## config.mk

```make
export PLATFORM = sky130hd
export DESIGN_NAME = periph_regs
export DESIGN_NICKNAME = d
export VERILOG_FILES = /design/src/verilog/soc_bus_pkg.sv /design/src/verilog/soc_periph_pkg.sv /design/src/verilog/periph_regs.sv
export SDC_FILE = /design/constraint.sdc
export NUM_CORES = 1
export LEC_CHECK = 0
export BUFFER_PORTS_ARGS = -buffer_cell sky130_fd_sc_hd__clkbuf_2
export CORE_UTILIZATION = 53
export CTS_CLUSTER_SIZE = 24
export DETAILED_ROUTE_END_ITERATION = 10
export PLACE_DENSITY = 0.82
export SLEW_MARGIN = 20
export SYNTH_ARGS = -nofsm -noshare
export SYNTH_HDL_FRONTEND = slang
export SYNTH_SLANG_ARGS = --single-unit
```

## constraint.sdc

```tcl
create_clock -name pll_clk -period 2.61 [get_ports pll_clk]
set_clock_uncertainty 0.15 [all_clocks]
set_input_delay 0.261 -clock pll_clk [delete_from_list [all_inputs] [get_ports pll_clk]]
set_output_delay 0.261 -clock pll_clk [all_outputs]
set_load 0.01 [all_outputs]
```

## src/verilog/soc_bus_pkg.sv

```systemverilog
package soc_bus_pkg;

    // widths of the common memory bus.
    localparam int addr_w = 32;
    localparam int data_w = 32;
    localparam int mask_w = data_w / 8;

    // the RAM is organized as 32-bit words, indexed by address bits above the byte lanes.
    localparam int ram_words = 256;
    localparam int ram_idx_w = $clog2(ram_words);

    localparam logic [addr_w-1:0] ram_base = 32'h0000_0000;
    localparam logic [addr_w-1:0] ram_bytes = addr_w'(mask_w * ram_words);

    // each peripheral region spans 16 bytes of address space.
    localparam int region_bits = 4;
    localparam logic [addr_w-1:0] region_bytes = addr_w'(1 << region_bits);

    localparam logic [addr_w-1:0] led_base = 32'h0001_0000;
    localparam logic [addr_w-1:0] uart_base = 32'h0002_0000;
    localparam logic [addr_w-1:0] timer_base = 32'h0003_0000;

endpackage

```

## src/verilog/soc_periph_pkg.sv

```systemverilog
package soc_periph_pkg;

    // pll_clk cycles per serial bit.
    localparam int clks_per_bit = 8;

    // register offsets inside the UART region.
    localparam logic [3:0] uart_data_off = 4'h0;
    localparam logic [3:0] uart_status_off = 4'h4;

    // the 64-bit cycle counter is read as two 32-bit halves.
    localparam logic [3:0] timer_lo_off = 4'h0;
    localparam logic [3:0] timer_hi_off = 4'h4;

    localparam int led_w = 8;

endpackage

```

## src/verilog/periph_regs.sv

```systemverilog
`timescale 1ns/100ps

module periph_regs (
    input logic pll_clk,
    input logic rst_n,

    input logic [soc_bus_pkg::addr_w-1:0] mem_address,
    input logic periph_sel,
    input logic mem_write,
    input logic [soc_bus_pkg::mask_w-1:0] mem_write_mask,
    input logic [soc_bus_pkg::data_w-1:0] mem_write_value,
    output logic [soc_bus_pkg::data_w-1:0] periph_read_value,

    output logic [soc_periph_pkg::led_w-1:0] leds
);
    import soc_bus_pkg::*;
    import soc_periph_pkg::*;

    logic is_timer;
    logic [3:0] reg_off;
    logic [2*data_w-1:0] cycle_cnt;
    logic [data_w-1:0] read_next;

    // periph_sel covers the LED and timer regions, told apart by the region number.
    assign is_timer = (mem_address[addr_w-1:region_bits] == timer_base[addr_w-1:region_bits]);
    assign reg_off = mem_address[region_bits-1:0];

    always_ff @(posedge pll_clk or negedge rst_n) begin
        if (!rst_n) begin
            cycle_cnt <= '0;
        end else begin
            cycle_cnt <= cycle_cnt + 1'b1;
        end
    end

    always_ff @(posedge pll_clk or negedge rst_n) begin
        if (!rst_n) begin
            leds <= '0;
        end else if (periph_sel && mem_write && !is_timer && mem_write_mask[0]) begin
            leds <= mem_write_value[led_w-1:0];
        end
    end

    always_comb begin
        read_next = '0;
        if (is_timer) begin
            if (reg_off == timer_lo_off) begin
                read_next = cycle_cnt[data_w-1:0];
            end else if (reg_off == timer_hi_off) begin
                read_next = cycle_cnt[2*data_w-1:data_w];
            end
        end else begin
            read_next = {{(data_w-led_w){1'b0}}, leds};
        end
    end

    // the count is captured in the grant cycle itself.
    always_ff @(posedge pll_clk) begin
        periph_read_value <= periph_sel ? read_next : '0;
    end

endmodule

```

==> impl_results.md <==
- Status: complete, no violations
- Remaining routing DRC violations: 0
- Met2 WL: 5.07 mm
- CTS root buffer: clkbuf_8
- Slew HR: 60.1%
- Clk Latency, worst-skew pair: 0.37 ns
- Post-synth design cell area: 4400 µm²
- MaxCap Viol Count: 0
- Post-cts sizing count: 0
- Top Layer Used: met4
- WL final: 9.80 mm
- Hold Path Cell Cnt: 2
- Most used DFF post-synth: dfrtp_1
- CTS Buffer Depth: 2
- Worst-path fanout max: 13
- H-tree lvl count: 3
- Worst hold path type: in -> reg
- Commonest non-fill, non-tap cell in the layout: clkbuf_2
- Syn nets: 485
- Initial antenna violation count: 0
- Final Power: 2.87 mW
- First-pass GRT wire length: 16.5 mm
- WP data required: 2.74 ns
- Worst Setup End Kind: register
- Total Negative Setup Slacks: 0 ns
- TritonCTS clock tree: yes
- Static Leak: 2.45 nW
- DIE AREA: 8680 µm²
- Diodes inserted: 0
- Yosys warns: 0
- Routed length on met3: 576 µm
- Total number of vias: 3466
- Grt total ovfl: 0
- Inst Count DP: 595
- VDD IR-drop max: 0.545 mV
- Final GP Congestion: 0.894
- Final ANT Viol Nets: 0
- Crit share post-route: 87.1%
- HPWL after detailed placement: 6.88 mm
- CTS sink count: 104
- Core Area: 7890 µm²
- Largest net degree at the start of global routing: 49
- Number of global-route vias before repair: 3409
- Met1 wire length: 4.03 mm
- Top Ports: 112
- Worst-margin pin slew: 0.599 ns
- Mapped Cells: 412
- Share of cells above drive strength 1: 24.3%
- # setup viols final: 0
- Fin crit period: 2.27 ns
- Drt wl/cell: 15.8 µm
- Startpoint types: register
- Synth Area per Inst: 10.7 µm²
- Fin. Hold Viols: 0
- Post-synth ARST share: 69.2%
- Total GRT Usage: 24.5%
- Achievable Freq: 0.440 GHz
- Final Max Tran Viols: 0
- EDFF count, synth: 0
- Fin nets: 586
- Die H: 93.1 µm
- 1st-iter DRT viols: 165
- Number of synthesized register bits: 104
- WP data arrival: 2.40 ns
- Initial Utilization: 55.8%
- Netlist cell types: 28
- Final Util: 67.1%
- Pre-antenna DRT Iters: 4
- Sequential element share of the synthesized area: 55.5%
- Port Buffers: 84
- CTS Buf Count: 9
- Clock-pin slew on the worst setup and hold paths: 0.10 ns
- PwrDens: 542 nW/µm²
- Crit Path Class: reg -> reg
- Non-Filler Instances: 620
- Synthesis-to-finish area growth: 20.3%
- Chip Width: 93.1 µm
- Most frequent cells in the layout: clkbuf_2, dfrtp_1, nor2_1, nand2_1
- FF-to-FF path depth: 5
- Vias per cell: 5.59
- RSZ-0062 raised after global routing: no
- Num rows: 32
state kept, by name (all words and copies together), names as in the netlist:
name / count
leds: 8
cycle_cnt: 64
periph_read_value: 32
cells by family after synthesis:
logic type      count (synthesis)  share of synthesized area (%)
buf+inv                        22                           1.99
compound gates                 41                           7.62
xor+xnor                       62                           12.3
mux                             8                           2.05
flops                         104                           55.5
fa+ha+maj                       1                          0.284
simple gates                  174                           20.3
area by class of cell:
class | instances | area, µm²
repair buffers | 104 | 606
clock buffers | 9 | 124
flip-flops and latches | 104 | 2440
inverters | 8 | 30.0
multi-input cells | 286 | 1890
fillers | 624 | 2590
well taps | 102 | 128
clock inverters | 7 | 80.1
timing repair:
action	4_1_cts	5_1_grt
setup buffers	0	0
hold buffers	9	0
endpoints found under the hold margin	32	0
metal layers:
layer,track usage (%),up-vias
met3,6.67,13
met2,41.7,116
met4,6.54,0
li1,-,1665
met1,30.9,1672
met5,0,-
synthesized netlist by cell type (4+ instances only):
library cell,count,area share (%)
a22oi_1,32,5.5
and2_1,4,0.57
and3_1,7,0.99
and4_1,9,1.8
buf_2,4,0.45
clkbuf_1,10,0.85
dfrtp_1,72,41
dfxtp_1,32,15
inv_1,8,0.68
mux2_2,8,2.0
nand2_1,36,3.1
nand3_1,26,3.0
nand4_1,13,1.8
nor2_1,38,3.2
nor3_1,20,2.3
nor4_1,14,2.0
o211a_1,8,1.8
xnor2_1,32,6.4
xor2_1,30,6.0
through the flow:
stage | hold slack [ns] | instance area, µm² | worst slack, ns
after floorplan | -0.185 | 4400 | 0.630
after global placement | 0.139 | 5000 | 0.484
after detailed placement | 0.143 | 5000 | 0.354
after CTS | 0.0671 | 5300 | 0.339
after global routing | 0.0867 | 5300 | 0.159
final | 0.0830 | 5300 | 0.338
report_power, final:
part           total, mW  switching (mW)  internal (mW)
clock network       1.02           0.563          0.455
registers           1.67          0.0250           1.64
logic              0.188          0.0937         0.0939
path summary, 6_finish.rpt:
path	slack, ns	start	endpoint
min	0.08	periph_sel	periph_read_value[3]$_SDFF_PN0_
min in group asynchronous	0.29	rst_n	cycle_cnt[21]$_DFF_PN0_
max	0.34	cycle_cnt[30]$_DFF_PN0_	cycle_cnt[61]$_DFF_PN0_
max in group asynchronous	1.36	rst_n	cycle_cnt[6]$_DFF_PN0_
max reg2reg	0.34	cycle_cnt[30]$_DFF_PN0_	cycle_cnt[61]$_DFF_PN0_
min reg2reg	0.33	cycle_cnt[63]$_DFF_PN0_	cycle_cnt[63]$_DFF_PN0_
critical path: stages, from the launching register on:
cell     delay, ns
dfrtp_1       0.47
and4_1        0.34
nand4_2       0.20
or2_2         0.47
nor4_1        0.36
xor2_1        0.20
Power figures use the tool's default switching activity.
