[src/verilog/soc_bus_pkg.sv]
package soc_bus_pkg;

    // widths of the common memory bus.
    localparam int addr_w = 32;
    localparam int data_w = 32;
    localparam int mask_w = data_w / 8;

    // the RAM is organized as 32-bit words, indexed by address bits above the byte lanes.
    localparam int ram_words = 256;
    localparam int ram_idx_w = $clog2(ram_words);

    localparam logic [addr_w-1:0] ram_base = 32'h0000_0000;
    localparam logic [addr_w-1:0] ram_bytes = addr_w'(mask_w * ram_words);

    // each peripheral region spans 16 bytes of address space.
    localparam int region_bits = 4;
    localparam logic [addr_w-1:0] region_bytes = addr_w'(1 << region_bits);

    localparam logic [addr_w-1:0] led_base = 32'h0001_0000;
    localparam logic [addr_w-1:0] uart_base = 32'h0002_0000;
    localparam logic [addr_w-1:0] timer_base = 32'h0003_0000;

endpackage

[src/verilog/soc_periph_pkg.sv]
package soc_periph_pkg;

    // pll_clk cycles per serial bit.
    localparam int clks_per_bit = 8;

    // register offsets inside the UART region.
    localparam logic [3:0] uart_data_off = 4'h0;
    localparam logic [3:0] uart_status_off = 4'h4;

    // the 64-bit cycle counter is read as two 32-bit halves.
    localparam logic [3:0] timer_lo_off = 4'h0;
    localparam logic [3:0] timer_hi_off = 4'h4;

    localparam int led_w = 8;

endpackage

[src/verilog/uart_tx.sv]
`timescale 1ns/100ps

module uart_tx (
    input logic pll_clk,
    input logic rst_n,

    input logic [soc_bus_pkg::addr_w-1:0] mem_address,
    input logic uart_sel,
    input logic mem_read,
    input logic mem_write,
    input logic [soc_bus_pkg::data_w-1:0] mem_write_value,
    output logic [soc_bus_pkg::data_w-1:0] uart_read_value,

    output logic uart_tx
);
    import soc_bus_pkg::*;
    import soc_periph_pkg::*;

    logic busy;
    logic start;
    logic [3:0] reg_off;

    // data bits LSB first, with the stop bit above them.
    logic [8:0] shift;
    logic [$clog2(clks_per_bit)-1:0] period_cnt;
    logic [3:0] bit_cnt;
    logic period_done;

    assign reg_off = mem_address[region_bits-1:0];

    // a write while a frame is in flight is dropped.
    assign start = uart_sel && mem_write && (reg_off == uart_data_off) && !busy;

    assign period_done = (int'(period_cnt) == clks_per_bit - 1);

    always_ff @(posedge pll_clk or negedge rst_n) begin
        if (!rst_n) begin
            busy <= 1'b0;
            uart_tx <= 1'b1;
            period_cnt <= '0;
            bit_cnt <= '0;
        end else if (start) begin
            busy <= 1'b1;
            uart_tx <= 1'b0;
            period_cnt <= '0;
            bit_cnt <= '0;
        end else if (busy) begin
            if (period_done) begin
                period_cnt <= '0;
                if (bit_cnt == 4'd9) begin
                    // the stop bit has just ended.
                    busy <= 1'b0;
                    uart_tx <= 1'b1;
                end else begin
                    uart_tx <= shift[0];
                    bit_cnt <= bit_cnt + 4'd1;
                end
            end else begin
                period_cnt <= period_cnt + 1'b1;
            end
        end
    end

    always_ff @(posedge pll_clk) begin
        if (start) begin
            shift <= {1'b1, mem_write_value[7:0]};
        end else if (busy && period_done) begin
            shift <= {1'b1, shift[8:1]};
        end
    end

    // only the status register reads back, with busy in bit 0.
    always_ff @(posedge pll_clk) begin
        if (uart_sel && mem_read && (reg_off == uart_status_off)) begin
            uart_read_value <= {{(data_w-1){1'b0}}, busy};
        end else begin
            uart_read_value <= '0;
        end
    end

endmodule
[config.mk]
export PLATFORM = sky130hd
export DESIGN_NAME = uart_tx
export DESIGN_NICKNAME = d
export VERILOG_FILES = /design/src/verilog/soc_bus_pkg.sv /design/src/verilog/soc_periph_pkg.sv /design/src/verilog/uart_tx.sv
export SDC_FILE = /design/constraint.sdc
export NUM_CORES = 1
export LEC_CHECK = 0
export ABC_AREA = 1
export BUFFER_PORTS_ARGS = -buffer_cell sky130_fd_sc_hd__buf_2
export CAP_MARGIN = 20
export CORE_MARGIN = 1
export CORE_UTILIZATION = 33
export DETAILED_ROUTE_END_ITERATION = 8
export PLACE_DENSITY = 0.8
export SKIP_LAST_GASP = 1
export SLEW_MARGIN = 20
export SYNTH_ARGS = -nofsm -noshare
export SYNTH_HDL_FRONTEND = slang
export SYNTH_SLANG_ARGS = --single-unit
[constraint.sdc]
create_clock -name pll_clk -period 1.5 [get_ports pll_clk]
set_input_delay 0.075 -clock pll_clk [delete_from_list [all_inputs] [get_ports pll_clk]]
set_output_delay 0.075 -clock pll_clk [all_outputs]
set_load 0.005 [all_outputs]
==> results.cfg <==
[setup_path]
critPathMaxStageDelay_ns = 0.53
rr_worst_depth = 6
cp.arrival_ns = 1.43
r2r_setup_slack_ns = 0.12
r2r_start = period_cnt[0]
path_cells = dlygate4sd3_1 -> buf_2 -> nor2_1 -> nand4_1 -> or2_2
cp-end-kind = flip-flop
critPathRequiredTime_ns = 1.55
path_max_fanout = 4
cp_slowest_cell = dlygate4sd3_1
startpoint_type = input pin
worstSetupPathType = input pin to flip-flop
r2r-end = bit_cnt[0]

[synth]
synthesis.area_um2 = 1099
ys_types = 21
ys_seq_area_frac = 0.4431
ys_seq_elements = 18
synthTopCellsByArea = edfxtp_1, buf_4, dfrtp_1
syn_area_per_cell_um2 = 8.516
yosysWarningCount = 0
yosys.area.top_type = edfxtp_1
synth_top_area_frac = 0.2187
syn_inst = 129

[die]
rows = 20
die_w_um = 59.70
die-area_um2 = 3563
core_area_um2 = 3103
initial_core_util = 0.3540
io_pins = 102
fp.dieH_um = 59.70

[cells_and_area]
antenna_cells = 0
utilization = 0.3923
nets = 230
fin_area_um2 = 1217
drive_above_1_share = 0.1923
syn_to_final_growth_pct = 10.82

[hold_path]
hold_class = input pin to flip-flop
hold_depth = 3
min_from = mem_read
hold_path_end = uart_read_value[0]

[place]
io_buffer_count = 18
place_congestion = 0.7874
dpl.hpwl_um = 1255
placed_area_um2 = 1135

[sta]
rsz0062_at_grt = yes
slew_violations = 0
setup_viol = 0
hold_viol = 0
period_needed_ns = 1.383
fmax_mhz = 723.0
timing.final.crit_share = 0.9221
skew_ns = 0.005389

[grt]
grt_max_degree = 12
grtUsageTotal = 0.1011
grt_pass1_wl_um = 2725
antenna_found_initial = 0
grt_pass1_vias = 636
overflow = 0

[routing]
wl_per_cell_um = 8.310
routed_via_density = 3.910
via_count = 782
postRouteAntennaNets = 0
drc = 0
finalWirelength_um = 1662
drt_pass1_iterations = 4
drt_iter0_drc = 12

[flow_run]
cap_violations = 0

[clocking]
htree_levels = 1
path_clk_slew_ns = 0.10
cts_tree = yes
numCtsBuffers = 3
clk_path_buf_depth = 2
cts_sinks = 18
clkLatencyLatePin_ns = 0.29
cts_root_buffer = clkbuf_4

[outcome]
status = completed

[power_and_ir_drop]
vdd.ir_drop.worst_mv = 0.5553
power_density_nw_per_um2 = 1047
p_leak_uw = 0.0006511
-- what timing repair did --
action	in CTS	in global routing
setup endpoints to repair	0	9
hold endpoints to repair	10	1
buffers inserted	0	1
hold buffers	2	1
resized for setup	0	2
-- where the power goes --
part	leakage, uW	switching, uW	total (uW)	internal (uW)
sequential	0.000189	74.5	704	629
clock	0.0000154	148	245	96.7
combinational	0.000446	181	326	145
-- final cells by class --
class                      count  area [um2]
fill                         317        1886
sequential                    18       486.7
multi-input combinational    101       452.9
timing repair buffer          25       166.4
tap                           44       55.05
inverter                       8       30.03
clock buffer                   3       22.52
clock inverter                 1       3.754
-- how the worst max path moves through the flow --
stage | startpoint | endpoint | slack, ns | cells after the start
after floorplan | busy | shift[0] | 0.1 | 4
after global placement | period_cnt[0] | shift[3] | 0.09 | 4
after detailed placement | period_cnt[0] | shift[4] | 0.06 | 4
after CTS | period_cnt[0] | shift[2] | 0.04 | 4
after global routing | mem_address[3] | shift[7] | -0.02 | 5
final | mem_address[3] | shift[7] | 0.12 | 5
-- state kept, by name, summed over array words and instances, names as in the netlist --
name,count
shift,8
period_cnt,3
uart_tx,1
uart_read_value,1
bit_cnt,4
busy,1
-- per-stage QoR --
| stage | hold WS [ns] | setup TNS [ns] | instances | total power (uW) | setup slack (ns) |
|---|---|---|---|---|---|
| 2_1_floorplan | -0.2206 | 0 | 159 | 981.6 | 0.09864 |
| 3_3_place_gp | -0.05825 | 0 | 192 | 1014 | 0.09259 |
| 3_5_place_dp | -0.05507 | 0 | 192 | 1033 | 0.06282 |
| 4_1_cts | 0.001884 | 0 | 198 | 1280 | 0.04343 |
| 5_1_grt | 0.01154 | -0.1338 | 200 | 1385 | -0.02030 |
| 6_report | 0.01643 | 0 | 200 | 1275 | 0.1169 |
-- critical path: cells and delay by family --
kind                   cells  cell delay (ns)
buffers and inverters      2             0.66
and+or+nand+nor            3             0.70
-- routing by layer --
metal	global-route usage	wire length [um]	up-vias
met5	0	0	-
met4	0.02990	11	0
met3	0.02165	95	2
met2	0.1571	772	32
met1	0.1409	782	343
li1	-	-	405
-- placed cells by master (no fill, tap or decap), types with 2 or more instances in the layout --
cell,n
dfrtp_1,8
dlygate4sd3_1,3
buf_4,2
nand3_1,11
clkbuf_4,3
o21ai_0,2
edfxtp_1,8
a21oi_1,2
buf_2,18
ha_1,4
inv_1,7
nand4_1,2
nor2_1,8
conb_1,31
nand2_1,35
-- kinds of logic after synthesis --
group | synth area share
adders and majority gates | 0.04556
DFF | 0.4431
other | 0.003414
and+or+nand+nor | 0.2278
AOI/OAI and AO/OA | 0.03076
buffers and inverters | 0.2494
-- Yosys cell counts --
cell type / count
or2_2: 1
edfxtp_1: 8
inv_2: 1
dfstp_2: 1
nand3_1: 11
dfrtp_1: 8
buf_4: 31
a21oi_1: 2
nor3_1: 1
nor2_2: 1
ha_1: 4
dfxtp_1: 1
o21ai_0: 2
nand4_1: 2
o21a_1: 1
conb_1: 1
inv_1: 7
nand2_1: 36
nor2_1: 8
a31oi_1: 1
buf_6: 1
No activity file was read; power rests on OpenSTA's default activity.
