**src/verilog/soc_bus_pkg.sv**
```systemverilog
package soc_bus_pkg;

    // widths of the common memory bus.
    localparam int addr_w = 32;
    localparam int data_w = 32;
    localparam int mask_w = data_w / 8;

    // the RAM is organized as 32-bit words, indexed by address bits above the byte lanes.
    localparam int ram_words = 256;
    localparam int ram_idx_w = $clog2(ram_words);

    localparam logic [addr_w-1:0] ram_base = 32'h0000_0000;
    localparam logic [addr_w-1:0] ram_bytes = addr_w'(mask_w * ram_words);

    // each peripheral region spans 16 bytes of address space.
    localparam int region_bits = 4;
    localparam logic [addr_w-1:0] region_bytes = addr_w'(1 << region_bits);

    localparam logic [addr_w-1:0] led_base = 32'h0001_0000;
    localparam logic [addr_w-1:0] uart_base = 32'h0002_0000;
    localparam logic [addr_w-1:0] timer_base = 32'h0003_0000;

endpackage

```
**src/verilog/bus_fabric.sv**
```systemverilog
`timescale 1ns/100ps

module bus_fabric (
    input logic pll_clk,
    input logic rst_n,

    input logic [soc_bus_pkg::addr_w-1:0] instr_address,
    input logic instr_read,
    output logic [soc_bus_pkg::data_w-1:0] instr_read_value,
    output logic instr_ready,

    input logic [soc_bus_pkg::addr_w-1:0] data_address,
    input logic data_read,
    input logic data_write,
    input logic [soc_bus_pkg::mask_w-1:0] data_write_mask,
    input logic [soc_bus_pkg::data_w-1:0] data_write_value,
    output logic [soc_bus_pkg::data_w-1:0] data_read_value,
    output logic data_ready,

    output logic [soc_bus_pkg::addr_w-1:0] mem_address,
    output logic mem_read,
    output logic mem_write,
    output logic [soc_bus_pkg::mask_w-1:0] mem_write_mask,
    output logic [soc_bus_pkg::data_w-1:0] mem_write_value,
    output logic ram_sel,
    output logic uart_sel,
    output logic periph_sel,

    input logic [soc_bus_pkg::data_w-1:0] ram_read_value,
    input logic [soc_bus_pkg::data_w-1:0] uart_read_value,
    input logic [soc_bus_pkg::data_w-1:0] periph_read_value
);
    import soc_bus_pkg::*;

    typedef enum logic [1:0] {
        st_idle,
        st_ack_instr,
        st_ack_data
    } state_t;

    state_t state;
    state_t state_next;

    logic grant_instr;
    logic grant_data;
    logic granted;
    logic [data_w-1:0] merged_read_value;

    function automatic logic in_region(
        input logic [addr_w-1:0] addr,
        input logic [addr_w-1:0] base,
        input logic [addr_w-1:0] size
    );
        return (addr - base) < size;
    endfunction

    // the data master wins when both request in the same idle cycle.
    assign grant_data = (state == st_idle) && (data_read || data_write);
    assign grant_instr = (state == st_idle) && !grant_data && instr_read;
    assign granted = grant_data || grant_instr;

    assign mem_address = grant_instr ? instr_address : data_address;
    assign mem_read = grant_data ? data_read : grant_instr;
    assign mem_write = grant_data && data_write;
    assign mem_write_mask = data_write_mask;
    assign mem_write_value = data_write_value;

    // an address outside every region leaves all selects low.
    assign ram_sel = granted && in_region(mem_address, ram_base, ram_bytes);
    assign uart_sel = granted && in_region(mem_address, uart_base, region_bytes);
    assign periph_sel = granted && (in_region(mem_address, led_base, region_bytes) ||
                                    in_region(mem_address, timer_base, region_bytes));

    always_comb begin
        state_next = st_idle;
        if (grant_data) begin
            state_next = st_ack_data;
        end else if (grant_instr) begin
            state_next = st_ack_instr;
        end
    end

    always_ff @(posedge pll_clk or negedge rst_n) begin
        if (!rst_n) begin
            state <= st_idle;
        end else begin
            state <= state_next;
        end
    end

    // slaves return zero when not selected, so an OR merges them.
    assign merged_read_value = ram_read_value | uart_read_value | periph_read_value;

    assign instr_ready = (state == st_ack_instr);
    assign data_ready = (state == st_ack_data);

    assign instr_read_value = instr_ready ? merged_read_value : '0;
    assign data_read_value = data_ready ? merged_read_value : '0;

endmodule

```
**config.mk**
```make
export PLATFORM = sky130hd
export DESIGN_NAME = bus_fabric
export DESIGN_NICKNAME = d
export VERILOG_FILES = /design/src/verilog/soc_bus_pkg.sv /design/src/verilog/bus_fabric.sv
export SDC_FILE = /design/constraint.sdc
export NUM_CORES = 1
export LEC_CHECK = 0
export BUFFER_PORTS_ARGS = -buffer_cell sky130_fd_sc_hd__buf_2
export CORE_AREA = 2 2 131 133
export DETAILED_ROUTE_END_ITERATION = 6
export DIE_AREA = 0 0 133 135
export GPL_ROUTABILITY_DRIVEN = 0
export GPL_TIMING_DRIVEN = 0
export HOLD_SLACK_MARGIN = 0.1
export PLACE_DENSITY = 0.53
export SYNTH_ARGS = -nofsm -noshare
export SYNTH_HDL_FRONTEND = slang
export SYNTH_SLANG_ARGS = --single-unit
```
**constraint.sdc**
```tcl
create_clock -name pll_clk -period 8.3 [get_ports pll_clk]
set_input_delay 1.66 -clock pll_clk [delete_from_list [all_inputs] [get_ports pll_clk]]
set_output_delay 1.66 -clock pll_clk [all_outputs]
set_load 0.005 [all_outputs]
```
==> results.txt <==
DR iter-0 viols = 257
initial antenna violation count = 8
Vias per Instance = 4.316
setup ws final = 1.497 ns
row cnt = 47
Layout area overhead = 90.20%
overall routing resource usage = 0.1505
max FFs per register = 2
Reg-to-Reg Start = state[1]$_DFF_PN0_
Final period util = 0.8197
drt drc = 0
post-synth cell types = 53
Startpoint Class = input port
worst slew pin tran = 0.8330 ns
CP max FO = 10
antenna viol nets, final = 0
Critical Path RT = 6.64 ns
cts bufs inserted = 3
Hold WC Path Type = reg2reg
final core utilization = 0.2412
Clock transition at path regs = 0.03 ns
Routed WL = 14,610 µm
Post-DP Area = 3872 µm²
Critical Path Source = data_write
Max Slew Vio Count = 0
post-CTS setup buffers = 0
core area = 16,410 µm²
Max Cap Viol = 0
crit path kind = in2out
Worst VDD drop = 0.00004217 V
Arr. time, crit path = 5.14 ns
Synth area leaders = nor2_1, buf_4, nand2_1
R2R depth = 5
Resized cells post-CTS = 0
clk buf depth = 2
Port Buf Inserts = 303
Cell Pwr Density = 75.86 nW/µm²
chip height = 135 µm
clock sink total = 2
clock latency on the worst-skew pair = 0.22 ns
CTS tree = done
die width = 133 µm
Die Area = 17,960 µm²
RSZ-0062 raised after global routing = no
starting density of the core = 0.1268
Reg with most FFs = state
crit path to = periph_sel
WHS = 0.9036 ns
DR WL/cell = 16.32 µm
most common flop cell mapped by yosys = dfrtp_1
most area-hungry cell type in the Yosys netlist = nor2_1
synth warn = 0
Leak = 2.268 nW
Hold Fails Final Rpt = 0
syn_area_per_cell = 5.701 µm²
sequential share of the synthesized area = 0.02405
dpl ws = 1.534 ns
Max Fclk = 147.0 MHz
r2r endpoint = state[0]$_DFF_PN0_
grt ovf = 0
share of the synthesized area in the top cell type = 0.1443
max_slew headroom = 0.4399
largest registers = state (2)
vias in the first global route = 3,578
design area = 3958 µm²
DR pass1 iterations = 4
final worst path period need = 6.803 ns
Mapped Area = 2081 µm²
r2r setup slk = 5.94 ns
number of setup violations in the final report = 0
largest net degree at the start of global routing = 11
Post-Syn Nets = 567
Vias = 3,863
Root Driver = clkbuf_16
hold-fix buffer count after cts = 0
Post-Syn Instances = 365
boundary pin count = 340
post-detail-place hpwl = 12,850 µm
Final Skew = 0.0004244 ns
share of cells above drive strength 1 = 0.5455
run status = completed
Post-synth ARST share = 1.000
setup TNS = 0 ns
Yosys reg bits = 2
Post-synth EDFFs = 0
crit end category = output pin
first-pass GRT wire length = 20,760 µm
H-tree depth = 1
Final nets = 875
==> logic make-up (layout without fill, tap and decap cells) <==
kind of cell,Yosys count,count (layout),share of synthesized area
AOI/OAI and AO/OA,43,43,0.1630
xor gates and xnor gates,6,6,0.02526
adders and majority gates,1,1,0.006012
buffers and inverters,63,369,0.1924
DFF,2,2,0.02405
muxes,10,10,0.05111
other,0,4,0
and+or+nand+nor,240,240,0.5382
==> metrics by stage <==
step                      total power [W]  cells
after floorplan                 0.0001070    365
after global placement          0.0002296    888
after detailed placement        0.0002293    888
after CTS                       0.0003027    891
after global routing            0.0003246    895
final                           0.0003002    895
==> cell usage after synthesis (all sizes together), types with 3 or more instances <==
cell type	count
nor4b	3
xnor2	5
or4	5
o21ai	11
nand3	11
inv	9
nand2	66
nor3	39
nor4	8
and2	6
nor2	81
and3	3
mux2	5
buf	41
nand4	9
a21oi	4
mux2i	5
clkbuf	12
a211o	3
a221oi	3
a2111o	3
==> layer usage <==
metal,vias up,track usage,wire length [µm]
li1,1877,-,-
met1,1733,0.1689,5523
met2,223,0.2807,7370
met3,24,0.03303,1278
met4,6,0.05137,393
met5,-,0,38
==> cells in the final DEF (no fill, tap or decap), types with 9 or more instances in the layout <==
cell type / n
buf_2: 304
buf_4: 38
clkbuf_1: 10
inv_1: 9
nand2_1: 65
nand3_1: 11
nand4_1: 9
nor2_1: 80
nor3_1: 39
o21ai_0: 11
==> worst max-delay path, stage by stage <==
cell      delay (ns)
buf_2           0.14
nor3b_4         0.41
nand2_2         0.20
clkinv_1        0.23
mux2i_1         0.64
inv_1           0.11
ha_1            0.29
and3_1          0.18
a211o_1         0.29
xnor2_1         0.14
a2111o_1        0.38
o32ai_1         0.30
buf_2           0.17
==> report_power, final <==
| part | internal, W | leakage [nW] | switching [W] |
|---|---|---|---|
| logic | 0.000105 | 2.21 | 0.000112 |
| clock network | 0.0000612 | 0.0370 | 0.0000104 |
| registers | 0.0000108 | 0.0258 | 0.00000124 |
| total | 0.000177 | 2.27 | 0.000124 |
==> worst min path at each step <==
stage / from / endpoint / depth (start not counted)
finish: state[1]$_DFF_PN0_ / state[1]$_DFF_PN0_ / 3
global placement: state[1]$_DFF_PN0_ / state[1]$_DFF_PN0_ / 3
global route: state[1]$_DFF_PN0_ / state[1]$_DFF_PN0_ / 3
floorplan: state[0]$_DFF_PN0_ / state[1]$_DFF_PN0_ / 3
CTS: state[1]$_DFF_PN0_ / state[1]$_DFF_PN0_ / 3
detailed placement: state[1]$_DFF_PN0_ / state[1]$_DFF_PN0_ / 3
==> area by class of cell <==
type                       count  area (µm²)
clock buffer                   3       75.07
tap                          220       275.3
antenna                        4       10.01
fill                        1901       12450
inverter                      10       37.54
buffer                        53       362.8
sequential                     2       50.05
multi-input combinational    300        1630
timing repair buffer         303        1516
(Power assumes the default switching activity.)
